--- config.mk ---
export PLATFORM = sky130hd
export DESIGN_NAME = unit_hazard_check
export DESIGN_NICKNAME = d
export VERILOG_FILES = /design/src/hdl/issue_pkg.sv /design/src/hdl/unit_hazard_check.sv
export VERILOG_INCLUDE_DIRS = /design/src /design/src/include
export SDC_FILE = /design/constraint.sdc
export NUM_CORES = 1
export LEC_CHECK = 0
export ABC_AREA = 0
export ABC_CLOCK_PERIOD_IN_PS = 5100
export BUFFER_PORTS_ARGS = -buffer_cell sky130_fd_sc_hd__buf_2
export CAP_MARGIN = 10
export CELL_PAD_IN_SITES_DETAIL_PLACEMENT = 0
export CELL_PAD_IN_SITES_GLOBAL_PLACEMENT = 2
export CORE_MARGIN = 2
export CORE_UTILIZATION = 23
export DETAILED_ROUTE_END_ITERATION = 10
export PLACE_DENSITY_LB_ADDON = 0.1
export SYNTH_ARGS = -nofsm -noshare
export SYNTH_HDL_FRONTEND = slang
export SYNTH_SLANG_ARGS = --single-unit
--- constraint.sdc ---
create_clock -name vclk -period 5.1
set_input_delay 1.53 -clock vclk [all_inputs]
set_output_delay 1.53 -clock vclk [all_outputs]
set_load 0.05 [all_outputs]
--- src/include/issue_consts.svh ---
`ifndef ISSUE_CONSTS_SVH
`define ISSUE_CONSTS_SVH

// slots in one renamed window
`define ISSUE_WIDTH 4

// physical register file geometry
`define PHY_REG_NUM 64
`define PHY_REG_ID_WIDTH 6

// integer data word
`define REG_WIDTH 32

// writeback ports from the execution units
`define WB_PORTS 2

// lsu buffer index, the id and pointer carry one extra wrap bit
`define LSU_DEPTH_WIDTH 3

`endif

--- src/hdl/issue_pkg.sv ---
`include "issue_consts.svh"

package issue_pkg;

    // execution unit targeted by a slot
    typedef enum logic [2:0] {
        eu_alu   = 3'd0,
        eu_lsu   = 3'd1,
        eu_mext  = 3'd2,
        eu_float = 3'd3,
        eu_csr   = 3'd4
    } eu_e;

    // physical register id
    typedef logic [`PHY_REG_ID_WIDTH-1:0] preg_id_t;

    // register data word
    typedef logic [`REG_WIDTH-1:0] word_t;

endpackage

--- src/hdl/unit_hazard_check.sv ---
`include "issue_consts.svh"

module unit_hazard_check
    import issue_pkg::*;
(
    input  eu_e                       inst_unit   [`ISSUE_WIDTH-1:0],
    input  logic [`LSU_DEPTH_WIDTH:0] inst_lsu_id [`ISSUE_WIDTH-1:0],
    input  logic                      mext_rdy,
    input  logic                      float_rdy,
    input  logic [`LSU_DEPTH_WIDTH:0] lsu_rd_ptr,
    output logic [`ISSUE_WIDTH-1:0]   unit_ok
);

    // unit group per slot, bit 1 mext, bit 0 float or csr
    logic [1:0]              grp      [`ISSUE_WIDTH-1:0];
    // groups claimed by any earlier slot
    logic [1:0]              grp_prev [`ISSUE_WIDTH-1:0];
    logic [`ISSUE_WIDTH-1:0] is_csr;
    logic [`ISSUE_WIDTH-1:0] csr_prev;

    logic [`ISSUE_WIDTH-1:0] grp_ok;
    logic [`ISSUE_WIDTH-1:0] csr_ok;
    logic [`ISSUE_WIDTH-1:0] rdy_ok;
    logic [`ISSUE_WIDTH-1:0] lsu_ok;

    // pointer split into wrap bit and low index
    logic                        ptr_wrap;
    logic [`LSU_DEPTH_WIDTH-1:0] ptr_idx;

    assign ptr_wrap = lsu_rd_ptr[`LSU_DEPTH_WIDTH];
    assign ptr_idx  = lsu_rd_ptr[`LSU_DEPTH_WIDTH-1:0];

    for (genvar i = 0; i < `ISSUE_WIDTH; i++) begin : g_slot
        // encode unit group
        assign grp[i]    = {inst_unit[i] == eu_mext,
                            inst_unit[i] == eu_float || inst_unit[i] == eu_csr};
        assign is_csr[i] = inst_unit[i] == eu_csr;

        // ####################
        // window ordering
        // ####################

        // earlier slots counted whether valid or not
        if (i == 0) begin : g_first
            assign grp_prev[i] = 2'b00;
            assign csr_prev[i] = 1'b0;
            assign csr_ok[i]   = 1'b1;
        end else begin : g_rest
            assign grp_prev[i] = grp_prev[i-1] | grp[i-1];
            assign csr_prev[i] = csr_prev[i-1] | is_csr[i-1];
            // csr only from slot 0, and nothing issues behind one
            assign csr_ok[i]   = !is_csr[i] && !csr_prev[i];

            a_csr_slot0 : assert final (!(unit_ok[i] && is_csr[i]))
                else $error("csr accepted in slot %0d", i);
        end

        // one mext and one float/csr per window
        assign grp_ok[i] = ~|(grp[i] & grp_prev[i]);

        // unit ready inputs
        assign rdy_ok[i] = (!grp[i][1] || mext_rdy) && (!grp[i][0] || float_rdy);

        // ####################
        // lsu order
        // ####################

        // id must not be behind the read pointer
        assign lsu_ok[i] = inst_unit[i] != eu_lsu ||
            (inst_lsu_id[i][`LSU_DEPTH_WIDTH] == ptr_wrap &&
             inst_lsu_id[i][`LSU_DEPTH_WIDTH-1:0] >= ptr_idx) ||
            (inst_lsu_id[i][`LSU_DEPTH_WIDTH] != ptr_wrap &&
             inst_lsu_id[i][`LSU_DEPTH_WIDTH-1:0] < ptr_idx);
    end

    assign unit_ok = grp_ok & csr_ok & rdy_ok & lsu_ok;

endmodule

# Word-level counts from Yosys, hierarchy flattened

Cells that the tools add are included.

$add $sub $neg: 0
$mul: 0
Divide/modulo/power cells: 0
Order comparisons: 8
Equality and inequality tests: 24
Shifts and indexed selects: 0
Mux-type cells: 0
Bitwise logic cells: 10
Reductions and logical operators: 55

Operators by type and width:

| kind               | count |
|---|---|
| $eq 3x2->1 const B | 8 |
| $logic_or 1x1->1   | 20 |
| $logic_not 1->1    | 17 |
| $logic_and 1x1->1  | 15 |
| $and 4x4->4        | 3 |
| $eq 3x3->1 const B | 4 |
| $ge 3x3->1         | 4 |
| $lt 3x3->1         | 4 |
| $ne 3x1->1 const B | 4 |
| $and 2x2->2        | 3 |
| $reduce_or 2->1    | 3 |
| $eq 1x1->1         | 4 |
| $ne 1x1->1         | 4 |
| $or 2x2->2         | 2 |
| $or 1x1->1         | 2 |

Bits in registers: 0
Bits in latches: 0
RAM bits: 0
Bits in read-only memories: 0
Bits of input ports: 34
Output and inout port bits: 4
Word-level logic and storage cells: 97
Memories kept: 0

# Depth between registers and ports, before layout

Depth after elaboration: 10
Depth in mapped cells: 7
Gate-level depth less buffers: 7

# Worst setup path before layout

OpenSTA, ideal clock, no wires.

Path type: input to output
Start point: input lsu_rd_ptr[2]
End point: output unit_ok[2]
Arrival: 3717 ps
Data required time: 3570 ps
Setup slack: -147 ps
Stages: 7
Path through: inv_1 > ha_1 > nand2_1 > o21ai_0 > a311oi_1 > a211o_1 > a221oi_1

Longest elaborated chain between the ends: 5
Elaborated cells on any way between the ends: 7
Classes of those cells: order compare: 2; bitwise: 1; reduce/logical: 4

RTL lines:

| what                 | line                    | RTL |
|---|---|---|
| start, declared      | unit_hazard_check.sv:10 | `` input logic [`LSU_DEPTH_WIDTH:0] lsu_rd_ptr, `` |
| $ge 3x3->1           | unit_hazard_check.sv:71 | `` inst_lsu_id[i][`LSU_DEPTH_WIDTH-1:0] >= ptr_idx) \|\| `` |
| $logic_and 1x1->1    | unit_hazard_check.sv:70 | `` (inst_lsu_id[i][`LSU_DEPTH_WIDTH] == ptr_wrap && `` |
| $logic_or 1x1->1     | unit_hazard_check.sv:69 | `assign lsu_ok[i] = inst_unit[i] != eu_lsu \|\|` |
| $logic_or 1x1->1 (*) | unit_hazard_check.sv:69 |  |
| $and 4x4->4 (*)      | unit_hazard_check.sv:76 | `assign unit_ok = grp_ok & csr_ok & rdy_ok & lsu_ok;` |
| end, declared        | unit_hazard_check.sv:11 | `` output logic [`ISSUE_WIDTH-1:0] unit_ok `` |

Mark *: on every way between the ends. The rest lies on a longest branch, timed or not.

# Worst setup path in the final report

Ends and elaborated chain as after synthesis.

==> summary.md <==
| Metric | Value |
|---|---|
| Status | complete, no violations |
| GRT overflow | 0 |
| Crit-path max cell delay | 0.32 ns |
| Drt via density | 4.70 |
| Setup WS pre-CTS | 0.402 ns |
| Pleak | 0.424 nW |
| Kind of critical path | input port to output pin |
| Hold Path Stages | 4 |
| HP Start | inst_unit[11] |
| Global-route usage over all layers | 11.3% |
| Final Cycle Share | 91.8% |
| WP buf/inv | 3 |
| Worst hold path class | input port to output pin |
| Die Span Y | 53.1 um |
| Most numerous cell on the critical path | buf_2 |
| Worst path depth | 9 |
| Critical path's top delay family | compound AO/OA/AOI/OAI gates |
| Critical path data arrival time | 3.15 ns |
| Register area share after synthesis | 0% |
| Setup violators final | 0 |
| Synth area leader | ha_1 |
| Syn Area/Cell | 7.03 um^2 |
| Fill cells | 259 |
| # DRC | 0 |
| Switching Fraction | 56.7% |
| Crit end category | output pin |
| Initial antenna violation count | 0 |
| Sequential cells | 0 |
| Slew headroom | 77.0% |
| Post-Syn Nets | 125 |
| FMAX | 214 MHz |
| Layout Nets | 165 |
| Largest cells by area after synthesis | ha_1 (27%), inv_1 (7.4%), xor2_1 (6.3%) |
| Gate Count Post-Synth | 79 |
| Yosys warns | 0 |
| Yosys top cell area share | 27.0% |
| Fin. max-slew vios | 0 |
| Final hold vios | 0 |
| Library cells used by synthesis | 27 |
| DRT antenna net count | 0 |
| Share of layout cells above drive strength 1 | 35.9% |
| Setup bufs post-CTS | 0 |
| Pin count of the biggest net entering global routing | 7 |
| IO buf count | 38 |
| Register area | 0 um^2 |
| Worst path cell trace | buf_2, inv_1, ha_1, nand2_1, o21ai_0, a311oi_1, a211o_1, a221oi_2, buf_2 |
| P&R area growth vs syn | 41.7% |
| Final setup margin | 0.420 ns |
| Worst-path fanout max | 4 |
| Boundary Pins | 38 |
| Worst vdd ir | 0.0430 mV |
| Area of the core | 0.00225 mm^2 |
| Grt met3 use | 0.565% |
| Total negative slack | 0 ns |
| Iter 0 DRT Violations | 9 |
| Die Area | 0.00282 mm^2 |
| CP max-delay cell | ha_1 |
| RSZ-0062 raised after global routing | false |
| ANT cells | 0 |
| Hold Crit Endpoint | unit_ok[3] |
| Number of max-cap violations | 0 |
| CLK BUF | 0 |
| Row cnt | 17 |
| Detailed-route wire length | 1480 um |
| Vias in the first global route | 598 |
| Combinational group share of total power | 100.0% |
| Pint | 34.3 uW |
| Met2 usage | 21.5% |
| Via count | 682 |
| Power Density | 101 mW/mm^2 |
| Worst Path Required | 3.57 ns |
| Netlist Area Pre-Place | 556 um^2 |
| Global placement routability congestion | 0.718 |
| CTS Hold Bufs | 0 |
| Starting Density | 24.6% |
| GR peak layer | met2 |
| Min Hold Slack | 3.54 ns |
| DRT Pass-1 Iters | 4 |
| DP HPWL | 1330 um |
| Slew @ Worst Pin | 0.345 ns |
| Global-route wire length before repair | 2460 um |
| Min cycle time layout | 4.68 ns |
| M1 GR Usage | 14.8% |
| Die width | 53.1 um |
| # resized after CTS | 0 |
| Critical path startpoint category | input port |
| Sequential share of power | 0% |
| Clock network fraction of design power | 0% |
| P_sw | 45.0 uW |
| Wirelength per Cell | 10.2 um |
-- layout make-up --
| type | instances | area [um^2] | share of cell area, % |
|---|---|---|---|
| multi-input cells | 68 | 520 | 66.1 |
| repair buffers | 38 | 190 | 24.2 |
| inverters | 11 | 41.3 | 5.25 |
| well taps | 28 | 35.0 | 4.45 |
-- power by group through the flow --
stage	Clock, mW	Combinational (mW)	Sequential (mW)
2_1_floorplan	0	0.0515	0
3_3_place_gp	0	0.0804	0
3_5_place_dp	0	0.0800	0
4_1_cts	0	0.0806	0
5_1_grt	0	0.0903	0
6_report	0	0.0793	0
-- placed cells by master (no fill, tap or decap), types with 2 or more instances in the layout --
| cell | n |
|---|---|
| buf_2 | 38 |
| ha_1 | 12 |
| inv_1 | 11 |
| nand2_1 | 6 |
| a21oi_1 | 6 |
| o21ai_0 | 6 |
| nor2_1 | 5 |
| xor2_1 | 4 |
| a311oi_1 | 3 |
| nand2b_1 | 3 |
| a31oi_1 | 3 |
| mux2_2 | 3 |
| nand3b_1 | 2 |
-- synthesized netlist by cell type, drive strengths merged, types with 2 or more instances --
cell type / number
inv: 11
a31oi: 3
a21oi: 6
mux2: 3
xor2: 4
nand3b: 2
a311oi: 3
ha: 12
nand2: 6
nand2b: 3
o21ai: 7
nor2: 5
-- through the flow --
step	cell area, um^2	std cells	power (mW)	util [%]
2_1_floorplan	562	79	0.0515	-
3_3_place_gp	787	145	0.0804	34.9
3_5_place_dp	787	145	0.0800	34.9
4_1_cts	787	145	0.0806	34.9
5_1_grt	787	145	0.0903	34.9
6_report	787	145	0.0793	34.9
-- per-layer routing --
metal  up-vias  wire length, um  share of wire (%)
met2        24              649                 44
met3         0              113                7.6
met5         -                0                  0
li1        373                -                  -
met4         0                0                  0
met1       285              721                 49
-- worst max path at each step --
stage	start	end	slack, ns
after CTS	lsu_rd_ptr[2]	unit_ok[2]	0.39
after floorplan	lsu_rd_ptr[1]	unit_ok[1]	0.29
after detailed placement	lsu_rd_ptr[2]	unit_ok[2]	0.40
after global placement	lsu_rd_ptr[2]	unit_ok[2]	0.43
after global routing	lsu_rd_ptr[2]	unit_ok[2]	0.19
final	lsu_rd_ptr[2]	unit_ok[2]	0.42
-- kinds of logic (layout without fill, tap and decap cells) --
family,after synthesis,in the layout,share of synthesized area (%)
muxes,3,3,6.08
xor gates and xnor gates,4,4,6.31
adders and majority gates,12,12,27.0
buffers and inverters,11,49,7.43
and+or+nand+nor,20,20,17.8
AOI/OAI and AO/OA,29,29,35.4
Power figures use the tool's default switching activity.
