### src/include/issue_consts.svh
`ifndef ISSUE_CONSTS_SVH
`define ISSUE_CONSTS_SVH

// slots in one renamed window
`define ISSUE_WIDTH 4

// physical register file geometry
`define PHY_REG_NUM 64
`define PHY_REG_ID_WIDTH 6

// integer data word
`define REG_WIDTH 32

// writeback ports from the execution units
`define WB_PORTS 2

// lsu buffer index, the id and pointer carry one extra wrap bit
`define LSU_DEPTH_WIDTH 3

`endif

### src/hdl/issue_pkg.sv
`include "issue_consts.svh"

package issue_pkg;

    // execution unit targeted by a slot
    typedef enum logic [2:0] {
        eu_alu   = 3'd0,
        eu_lsu   = 3'd1,
        eu_mext  = 3'd2,
        eu_float = 3'd3,
        eu_csr   = 3'd4
    } eu_e;

    // physical register id
    typedef logic [`PHY_REG_ID_WIDTH-1:0] preg_id_t;

    // register data word
    typedef logic [`REG_WIDTH-1:0] word_t;

endpackage

### src/hdl/operand_if.sv
`include "issue_consts.svh"

interface operand_if
    import issue_pkg::*;
();

    // source ids per slot, from the selector
    preg_id_t                rs1_id   [`ISSUE_WIDTH-1:0];
    preg_id_t                rs2_id   [`ISSUE_WIDTH-1:0];

    // operand data and scoreboard state, from the file
    word_t                   rs1_val  [`ISSUE_WIDTH-1:0];
    word_t                   rs2_val  [`ISSUE_WIDTH-1:0];
    logic [`ISSUE_WIDTH-1:0] rs1_rdy;
    logic [`ISSUE_WIDTH-1:0] rs2_rdy;

    // destinations that go busy after issue
    logic [`ISSUE_WIDTH-1:0] issue_en;
    preg_id_t                rd_id    [`ISSUE_WIDTH-1:0];
    logic [`ISSUE_WIDTH-1:0] rd_en;

    modport reg_side (
        input  rs1_id, rs2_id, issue_en, rd_id, rd_en,
        output rs1_val, rs2_val, rs1_rdy, rs2_rdy
    );

    modport sel_side (
        output rs1_id, rs2_id, issue_en, rd_id, rd_en,
        input  rs1_val, rs2_val, rs1_rdy, rs2_rdy
    );

endinterface

### src/hdl/issue_select.sv
`include "issue_consts.svh"

module issue_select
    import issue_pkg::*;
(
    // renamed window
    input  logic [`ISSUE_WIDTH-1:0] inst_vld,
    input  preg_id_t                inst_rs1      [`ISSUE_WIDTH-1:0],
    input  logic [`ISSUE_WIDTH-1:0] inst_rs1_en,
    input  preg_id_t                inst_rs2      [`ISSUE_WIDTH-1:0],
    input  logic [`ISSUE_WIDTH-1:0] inst_rs2_en,
    input  preg_id_t                inst_rd       [`ISSUE_WIDTH-1:0],
    input  logic [`ISSUE_WIDTH-1:0] inst_rd_en,
    input  eu_e                     inst_unit     [`ISSUE_WIDTH-1:0],

    // unit hazards already resolved
    input  logic [`ISSUE_WIDTH-1:0] unit_ok,

    // operand lookup and busy marking
    operand_if.sel_side             ops,

    // issue side
    output logic [`ISSUE_WIDTH-1:0] inst_rdy,
    output logic [`ISSUE_WIDTH-1:0] issue_en,
    output word_t                   issue_rs1_val [`ISSUE_WIDTH-1:0],
    output word_t                   issue_rs2_val [`ISSUE_WIDTH-1:0],
    output preg_id_t                issue_rd      [`ISSUE_WIDTH-1:0],
    output eu_e                     issue_unit    [`ISSUE_WIDTH-1:0]
);

    logic [`ISSUE_WIDTH-1:0] src_ok;
    logic [`ISSUE_WIDTH-1:0] raw_hit;
    logic [`ISSUE_WIDTH-1:0] is_mext;

    // ####################
    // operand readiness
    // ####################

    for (genvar i = 0; i < `ISSUE_WIDTH; i++) begin : g_src
        assign ops.rs1_id[i] = inst_rs1[i];
        assign ops.rs2_id[i] = inst_rs2[i];
        // unused sources never block
        assign src_ok[i] = (!inst_rs1_en[i] || ops.rs1_rdy[i]) &&
                           (!inst_rs2_en[i] || ops.rs2_rdy[i]);
    end

    // ####################
    // intra-window raw
    // ####################

    // earlier producer in the same window, valid or not
    always_comb begin
        raw_hit = '0;
        for (int i = 1; i < `ISSUE_WIDTH; i++) begin
            for (int j = 0; j < i; j++) begin
                if (inst_rd_en[j]) begin
                    if (inst_rs1_en[i] && inst_rs1[i] == inst_rd[j]) begin
                        raw_hit[i] = 1'b1;
                    end
                    if (inst_rs2_en[i] && inst_rs2[i] == inst_rd[j]) begin
                        raw_hit[i] = 1'b1;
                    end
                end
            end
        end
    end

    // ####################
    // issue
    // ####################

    assign issue_en     = inst_vld & unit_ok & src_ok & ~raw_hit;
    // ready mirrors issue, no skid state
    assign inst_rdy     = issue_en;
    assign ops.issue_en = issue_en;
    assign ops.rd_en    = inst_rd_en;

    for (genvar i = 0; i < `ISSUE_WIDTH; i++) begin : g_out
        assign ops.rd_id[i]      = inst_rd[i];
        assign issue_rs1_val[i]  = ops.rs1_val[i];
        assign issue_rs2_val[i]  = ops.rs2_val[i];
        assign issue_rd[i]       = inst_rd[i];
        assign issue_unit[i]     = inst_unit[i];
        assign is_mext[i]        = inst_unit[i] == eu_mext;

        a_issue_vld : assert final (!issue_en[i] || inst_vld[i])
            else $error("slot %0d issued without valid", i);
    end

    // the hazard checker alone keeps mext single per window
    a_one_mext : assert final ($countones(issue_en & is_mext) <= 1)
        else $error("more than one mext slot issued");

endmodule

### src/flat_wrapper.sv
// flat-port wrapper written by rule: the top's interface ports become plain ports
module issue_select_flat import issue_pkg::*;
  (inst_vld, inst_rs1, inst_rs1_en, inst_rs2, inst_rs2_en, inst_rd, inst_rd_en, inst_unit, unit_ok, inst_rdy, issue_en, issue_rs1_val, issue_rs2_val, issue_rd, issue_unit, ops_rs1_id, ops_rs2_id, ops_issue_en, ops_rd_id, ops_rd_en, ops_rs1_val, ops_rs2_val, ops_rs1_rdy, ops_rs2_rdy);
  operand_if ops_i ();
  input  logic [`ISSUE_WIDTH-1:0] inst_vld;
  input  preg_id_t inst_rs1[`ISSUE_WIDTH-1:0];
  input  logic [`ISSUE_WIDTH-1:0] inst_rs1_en;
  input  preg_id_t inst_rs2[`ISSUE_WIDTH-1:0];
  input  logic [`ISSUE_WIDTH-1:0] inst_rs2_en;
  input  preg_id_t inst_rd[`ISSUE_WIDTH-1:0];
  input  logic [`ISSUE_WIDTH-1:0] inst_rd_en;
  input  eu_e inst_unit[`ISSUE_WIDTH-1:0];
  input  logic [`ISSUE_WIDTH-1:0] unit_ok;
  output logic [`ISSUE_WIDTH-1:0] inst_rdy;
  output logic [`ISSUE_WIDTH-1:0] issue_en;
  output word_t issue_rs1_val[`ISSUE_WIDTH-1:0];
  output word_t issue_rs2_val[`ISSUE_WIDTH-1:0];
  output preg_id_t issue_rd[`ISSUE_WIDTH-1:0];
  output eu_e issue_unit[`ISSUE_WIDTH-1:0];
  output wire logic [$bits(ops_i.rs1_id)-1:0] ops_rs1_id;
  output wire logic [$bits(ops_i.rs2_id)-1:0] ops_rs2_id;
  output wire logic [$bits(ops_i.issue_en)-1:0] ops_issue_en;
  output wire logic [$bits(ops_i.rd_id)-1:0] ops_rd_id;
  output wire logic [$bits(ops_i.rd_en)-1:0] ops_rd_en;
  input wire logic [$bits(ops_i.rs1_val)-1:0] ops_rs1_val;
  input wire logic [$bits(ops_i.rs2_val)-1:0] ops_rs2_val;
  input wire logic [$bits(ops_i.rs1_rdy)-1:0] ops_rs1_rdy;
  input wire logic [$bits(ops_i.rs2_rdy)-1:0] ops_rs2_rdy;
  assign ops_rs1_id = {>>{ops_i.rs1_id}};
  assign ops_rs2_id = {>>{ops_i.rs2_id}};
  assign ops_issue_en = ops_i.issue_en;
  assign ops_rd_id = {>>{ops_i.rd_id}};
  assign ops_rd_en = ops_i.rd_en;
  assign ops_i.rs1_val = {>>{ops_rs1_val}};
  assign ops_i.rs2_val = {>>{ops_rs2_val}};
  assign ops_i.rs1_rdy = ops_rs1_rdy;
  assign ops_i.rs2_rdy = ops_rs2_rdy;
  issue_select u_core (.inst_vld(inst_vld), .inst_rs1(inst_rs1), .inst_rs1_en(inst_rs1_en), .inst_rs2(inst_rs2), .inst_rs2_en(inst_rs2_en), .inst_rd(inst_rd), .inst_rd_en(inst_rd_en), .inst_unit(inst_unit), .unit_ok(unit_ok), .ops(ops_i), .inst_rdy(inst_rdy), .issue_en(issue_en), .issue_rs1_val(issue_rs1_val), .issue_rs2_val(issue_rs2_val), .issue_rd(issue_rd), .issue_unit(issue_unit));
endmodule
### config.mk
export PLATFORM = sky130hd
export DESIGN_NAME = issue_select_flat
export DESIGN_NICKNAME = d
export VERILOG_FILES = /design/src/hdl/issue_pkg.sv /design/src/hdl/operand_if.sv /design/src/hdl/issue_select.sv /design/src/flat_wrapper.sv
export VERILOG_INCLUDE_DIRS = /design/src /design/src/include
export SDC_FILE = /design/constraint.sdc
export NUM_CORES = 1
export LEC_CHECK = 0
export ABC_CLOCK_PERIOD_IN_PS = 1200
export BUFFER_PORTS_ARGS = -buffer_cell sky130_fd_sc_hd__buf_2
export CAP_MARGIN = 20
export CORE_AREA = 2 2 292 294
export DETAILED_ROUTE_END_ITERATION = 7
export DIE_AREA = 0 0 294 296
export GPL_ROUTABILITY_DRIVEN = 1
export REMOVE_ABC_BUFFERS = 1
export SLEW_MARGIN = 40
export SYNTH_ARGS = -nofsm -noshare
export SYNTH_HDL_FRONTEND = slang
export SYNTH_SLANG_ARGS = --single-unit
### constraint.sdc
create_clock -name vclk -period 1.2
set_input_delay 0 -clock vclk [all_inputs]
set_output_delay 0 -clock vclk [all_outputs]
set_load 0.02 [all_outputs]
* Word-level counts from Yosys, hierarchy flattened
Cells that the tools add are included. Widths: inputs -> output; s select.
Cells by class: eq/ne operators 12, mux-type cells 18, bitwise gates (word level) 4, reductions and logical operators 32
Operators with widths (count):
- $eq 6x6->1 | 12
- $mux 1 | 18
- $logic_and 1x1->1 | 16
- $and 4x4->4 | 3
- $logic_not 1->1 | 8
- $logic_or 1x1->1 | 8
- $not 4->4 | 1
Storage, ports and cells: flip-flop bits (word level) 0, bits of input ports 368, output and inout bits 380, logic and storage cells 66

* Longest topological paths before layout
Gate-level depths: netlist (run 1).
word-level depth 13, mapped depth 7, mapped depth without buffers 5

* Worst setup path before layout (run 1)
Ideal clock, no wire load.
path kind input port to output port, from in inst_rd[5] (netlist name), to out issue_en[1], data arrival time 1233 ps, required time 1200 ps, slack -33 ps, stages on the path 6, path buffers 2, cells stage by stage buf_6 xor2_1 or4_1 o21ai_1 a21oi_1 buf_4
On the way: word-level cells in the longest chain between the ends 7, elaborated cells on any way between the ends 9, those cells by class eq/ne: 2; mux: 3; bitwise: 2; reduce/logical: 2
Ends and longest elaborated chain:
- start: declaration | line flat_wrapper.sv:10 | input preg_id_t inst_rd[`ISSUE_WIDTH-1:0];
- $eq 6x6->1 | line issue_select.sv:57 | if (inst_rs1_en[i] && inst_rs1[i] == inst_rd[j]) begin
- $logic_and 1x1->1 | line issue_select.sv:57
- $mux 1 | line issue_select.sv:57
- $mux 1 (*) | line issue_select.sv:60 | if (inst_rs2_en[i] && inst_rs2[i] == inst_rd[j]) begin
- $mux 1 (*) | line issue_select.sv:56 | if (inst_rd_en[j]) begin
- $not 4->4 (*) | line issue_select.sv:72 | assign issue_en = inst_vld & unit_ok & src_ok & ~raw_hit;
- $and 4x4->4 (*) | line issue_select.sv:72
- end: declaration | line flat_wrapper.sv:15 | output logic [`ISSUE_WIDTH-1:0] issue_en;
Every way passes the cells marked *; elsewhere a longest branch is shown, timed or not.

* Worst setup path after layout (run 1)
from in inst_rd[11] (netlist name), to out inst_rdy[3]
On the way: word-level cells in the longest chain between the ends 10, elaborated cells on any way between the ends 12, those cells by class eq/ne: 2; mux: 6; bitwise: 2; reduce/logical: 2
Ends and longest elaborated chain:
- $eq 6x6->1 | line issue_select.sv:57
- $logic_and 1x1->1 | line issue_select.sv:57
- $mux 1 | line issue_select.sv:57
- $mux 1 (*) | line issue_select.sv:60
- $mux 1 (*) | line issue_select.sv:56
- $mux 1 | line issue_select.sv:57
- $mux 1 | line issue_select.sv:60
- $mux 1 (*) | line issue_select.sv:56
- $not 4->4 (*) | line issue_select.sv:72
- $and 4x4->4 (*) | line issue_select.sv:72
- end: declaration | line flat_wrapper.sv:14 | output logic [`ISSUE_WIDTH-1:0] inst_rdy;
Marked as above.

==> results of run 1 <==
power groups by stage:
stage / Clock [uW] / Combinational, uW / Sequential (uW)
floorplan: 0 / 244 / 0
global placement: 0 / 1130 / 0
detailed placement: 0 / 1130 / 0
CTS: 0 / 1210 / 0
global route: 0 / 1340 / 0
finish: 0.000348 / 1270 / 0
area by class of cell:
cell class         count  area share
multi-input cells    113       0.304
diodes                 4     0.00272
repair buffers       182       0.315
well taps           1090       0.371
inverters              7     0.00715
worst max-delay path, delay by kind of cell:
| kind | cells | cell delay, ns |
|---|---|---|
| compound gates | 1 | 0.15 |
| xor+xnor | 1 | 0.19 |
| buf+inv | 2 | 0.32 |
| simple gates | 2 | 0.50 |
what timing repair did:
item / CTS / global route
setup endpoints to repair: 9 / 9
gates resized for setup: 58 / 43
buffers inserted: 1 / 0
pin swaps: 12 / 18
Yosys cell counts:
master	count	share of area
or4_1	1	0.0020
inv_1	7	0.0069
clkbuf_8	1	0.0036
o2111ai_1	1	0.0023
clkbuf_1	2	0.0020
xor2_1	33	0.076
and3_1	1	0.0016
nand4_1	12	0.020
buf_6	5	0.015
a221oi_1	3	0.0069
and4_1	1	0.0023
buf_4	376	0.74
nor4_1	10	0.016
nand2_1	3	0.0030
o21ai_0	3	0.0039
nand2b_1	1	0.0016
xnor2_1	39	0.090
o21ai_1	3	0.0039
nand3_1	1	0.0013
a21oi_1	1	0.0013
worst paths after layout:
| check | from | endpoint | depth (start not counted) |
|---|---|---|---|
| max | inst_rd[11] | inst_rdy[3] | 6 |
| min | ops_rs1_val[47] | issue_rs1_val[47] | 0 |
kinds of logic (layout without fill, tap and decap cells):
family | count (synthesis) | after routing
AOI/OAI and AO/OA | 11 | 11
other | 0 | 4
xor gates and xnor gates | 72 | 72
buffers and inverters | 391 | 189
and+or+nand+nor | 30 | 30
through the flow:
step	setup TNS [ns]	setup slack [ns]	hold WS [ns]	instances
6_report	0	0.0102	0.000817	1396
5_1_grt	-0.213	-0.0413	0.000355	1392
4_1_cts	-0.0622	-0.0209	0.00186	1395
3_5_place_dp	-2.22	-0.290	0.00186	1396
3_3_place_gp	-2.15	-0.291	0.00186	1396
2_1_floorplan	-1.01	-0.291	0	120
cells in the final DEF, fill, tap and decap left out, drive strengths merged, types with 3 or more instances in the layout:
cell	instances
buf	179
xnor2	39
xor2	33
nand4	12
nor4	10
inv	7
o21ai	6
diode	4
nand2	3
a221oi	3
clkbuf	3
layer usage:
metal | vias up | part of all wire | GRT usage | wire length [um]
met5 | - | 0.012 | 0.123 | 1340
met4 | 30 | 0.040 | 0.0777 | 4640
met3 | 94 | 0.32 | 0.392 | 37200
met2 | 1080 | 0.49 | 0.454 | 56700
met1 | 1128 | 0.13 | 0.0890 | 14800
li1 | 800 | - | - | -
==> metrics.txt, run 1 <==
status=finished, final reports clean; RSZ-0062 raised after global routing=true; Worst-Margin Slew=0.384 ns; Initial Util=0.0452; Synth cell types=20; global-route wire length before repair=120000 um; crit-path max cell delay=~0.28 ns; Synth Area per Inst=7.56 um2; Logic pwr share=1.000; sw frac=0.613; total power=approximately 1300 uW; XOR/XNOR share of the synthesized area=0.166; vias in the first global route=2487; Internal=490 uW; All-Layer GR Usage=0.254; Setup CP Type=input port to output pin; post-synthesis adder-cell area fraction=0; cell area after synthesis=about 0.0038 mm2; Critical Path Sink Type=output pin; Peak VDD IR=about 150 uV; Synth Instances=a little over 500; sequential area share after synthesis=0; grt ovf=0; Crit-path slowest cell=nor4_1; Post-Layout Inst Area=0.00367 mm2; vias after detailed routing=3132; Max Slew Vio Count=0; proportion of layout cells with a drive suffix above 1=0.715; CP Cell Sequence=buf_4 > xor2_1 > nor4_1 > o21ai_1 > and4_4 > buf_6; Synth Area in Simple Gates=0.0479; ANT nets after route=0; post-synthesis mux area share=0; Area Growth Syn to Fin=-3.58%; site row count=between 100 and 150; Seq pwr share=0; # port buffers=168; FMAX=840 MHz; final core utilization=0.0436; post-synthesis compound-gate area fraction=0.0184; final hold vios=0; DRT Wirelength=115000 um; Vias/cell=2.24; DP Wirelength=roughly 110000 um; post-layout min period=1.19 ns; Fill cells=around 9900; wire length per cell=82.1 um; Placed Area=around 0.0033 mm2; critical path peak fanout=6; largest net degree at the start of global routing=9; Leakage Power=between 0.001 and 0.0015 uW; max cap viols=0; type of the worst min-delay path=input port to output pin; Multi-input gate area=roughly 0.0011 mm2; Required @ worst endpoint=1.20 ns; TritonRoute pass-1 iters=6; Post-CTS Hold Buffers=0; Seq cells=0; Die Area=0.0870 mm2; Die W=between 200 and 300 um; GPL Wtd Cong=1.29; Power per Cell Area=345 mW/mm2; Die Span Y=296 um; endpoints failing setup=0; antenna violations before repair=8; startpoint class of the critical path=input port; clock buf count=0; CORE AREA=~0.084 mm2; P_sw=778 uW; register area=0 um2; crit path DAT=between 1 and 1.5 ns; DRT iter0 DRCs=320; Slew HR=0.744; Yosys warning count=0; fin nets=672; largest family of logic cells by synthesized area=buffers and inverters; Clk pwr share=0; DRC errors left=0; fin crit share=0.992; IO Pins=748
No activity file was read; power rests on OpenSTA's default activity.
==> run 2: changes to the inputs <==
--- a/config.mk
+++ b/config.mk
@@ -6,7 +6,7 @@
 export SDC_FILE = /design/constraint.sdc
 export NUM_CORES = 1
 export LEC_CHECK = 0
-export ABC_CLOCK_PERIOD_IN_PS = 1200
+export ABC_CLOCK_PERIOD_IN_PS = 1000
 export BUFFER_PORTS_ARGS = -buffer_cell sky130_fd_sc_hd__buf_2
 export CAP_MARGIN = 20
 export CORE_AREA = 2 2 292 294
==> constraint.sdc (replaced) <==
create_clock -name vclk -period 1
set_input_delay 0 -clock vclk [all_inputs]
set_output_delay 0 -clock vclk [all_outputs]
set_load 0.02 [all_outputs]
==> run 2 against run 1 <==
- the run now ends with setup timing left
- cell count up 0.36%
- via count increased by 1.1%
- setup slack got worse by 0.20 ns
- global-route usage is 0.057 points lower
- non-clock buffer count up 6
- total power up 20%
- sequential share of layout area is the same
- largest power group unchanged
==> metrics.txt, run 2 (same netlist as run 1, synthesis figures left out) <==
status=finished, violations left; failing checks=setup timing; critical path peak fanout=8; worst hold start=inst_rd[18]; Peak VDD IR=roughly 200 uV; proportion of layout cells with a drive suffix above 1=0.711; CP bufs+invs=2; TritonRoute pass-1 iters=7; most common cell after layout, fill and taps aside=buf_2; ANT nets after route=0; crit-path max cell delay=approximately 0.53 ns; post-layout min period=between 1 and 1.5 ns; Max Slew Vio Count=0; global-route wire length before repair=120000 um; total power=1520 uW; Worst-Margin Slew=0.381 ns; GPL Wtd Cong=~1.3; Die Span Y=roughly 300 um; most frequent cells in the layout=134 x buf_2, 32 x xor2_1, 27 x buf_4; IO Pins=748; Die W=294 um; wire length per cell=between 80 and 90 um; Die Area=0.0870 mm2; Slew HR=0.746; vias in the first global route=approximately 2600; DRC errors left=0; Vias/cell=around 2.3; RSZ-0062 raised after global routing=true; type of the worst min-delay path=input port to output pin; Post-CTS Hold Buffers=0; Critical Path Sink Type=output pin; Area Growth Syn to Fin=-2.36%; Seq cells=0; max cap viols=0; CP delay by family, top=simple AND/OR/NAND/NOR gates; register area=0 um2; Crit-path slowest cell=or4_4; CORE AREA=0.0842 mm2; Required @ worst endpoint=1.00 ns; antenna violations before repair=8; DRT iter0 DRCs=324; CP Cell Sequence=buf_16 > xor2_2 > or4_4 > o21ai_2 > a21oi_2 > buf_4; grt ovf=0; clock buf count=0; Initial Util=0.0452; DP Wirelength=112000 um; final hold vios=0; largest net degree at the start of global routing=9; fin crit share=1.19; Leakage Power=0.00125 uW; Crit. Startpoint=inst_rd[5]; site row count=107; # port buffers=around 170; endpoints failing setup=9; Power per Cell Area=409 mW/mm2; vias after detailed routing=3166; fin nets=678; DRT Wirelength=114000 um; FMAX=roughly 840 MHz; Setup CP Type=input port to output pin; All-Layer GR Usage=0.254; crit path DAT=1.19 ns; final core utilization=0.0442; fin worst setup slack=-0.192 ns; startpoint class of the critical path=input port
## run 2: cell count changes in the layout (fill, tap and decap cells not counted), moves of 2 or more
cell    before  now
buf_2      137  134
buf_4       20   27
buf_12       4    6
buf_8        4    1
## run 2: area by class of cell
type / instances / area [um2]
Fill cell: 9925 / 80500
Tap cell: 1090 / 1360
Multi-Input combinational cell: 113 / 1090
Timing Repair Buffer: 188 / 1230
Inverter: 7 / 26.3
Antenna cell: 3 / 7.51
## run 2: power breakdown
part	total [uW]	switching, uW	internal, uW
Sequential	0	0	0
Clock	0.000417	0	0.000417
Combinational	1520	911	612
Total	1520	911	612
## run 2: repair_timing
item	CTS	global route
endpoints found under the setup margin	9	9
pin swaps	10	20
buffers inserted	1	0
resized for setup	62	39
## run 2: path summary, 6_finish.rpt
kind,cells after the start,end,slack [ns]
worst min-delay path,0,issue_rd[18],0.0008
worst max-delay path,6,ops_issue_en[1],-0.19
## run 2: layer usage
metal  track usage  vias up  wire, um  share of wire
li1              -      805         -              -
met1        0.0853     1177     14000           0.12
met2         0.450     1046     56200           0.49
met3         0.397      108     37900           0.33
met4        0.0867       30      4970          0.043
met5         0.113        -      1330          0.012
## run 2: through the flow
stage	setup TNS, ns	cell area [um2]	hold WS, ns	worst slack [ns]	instances
final	-1.57	3720	0.000766	-0.192	1401
after global routing	-1.97	3710	0.000407	-0.244	1398
after CTS	-1.87	3510	0.00186	-0.214	1398
after detailed placement	-3.94	3340	0.00186	-0.453	1400
after global placement	-4.04	3340	0.00186	-0.468	1400
after floorplan	-2.21	910	0	-0.491	120
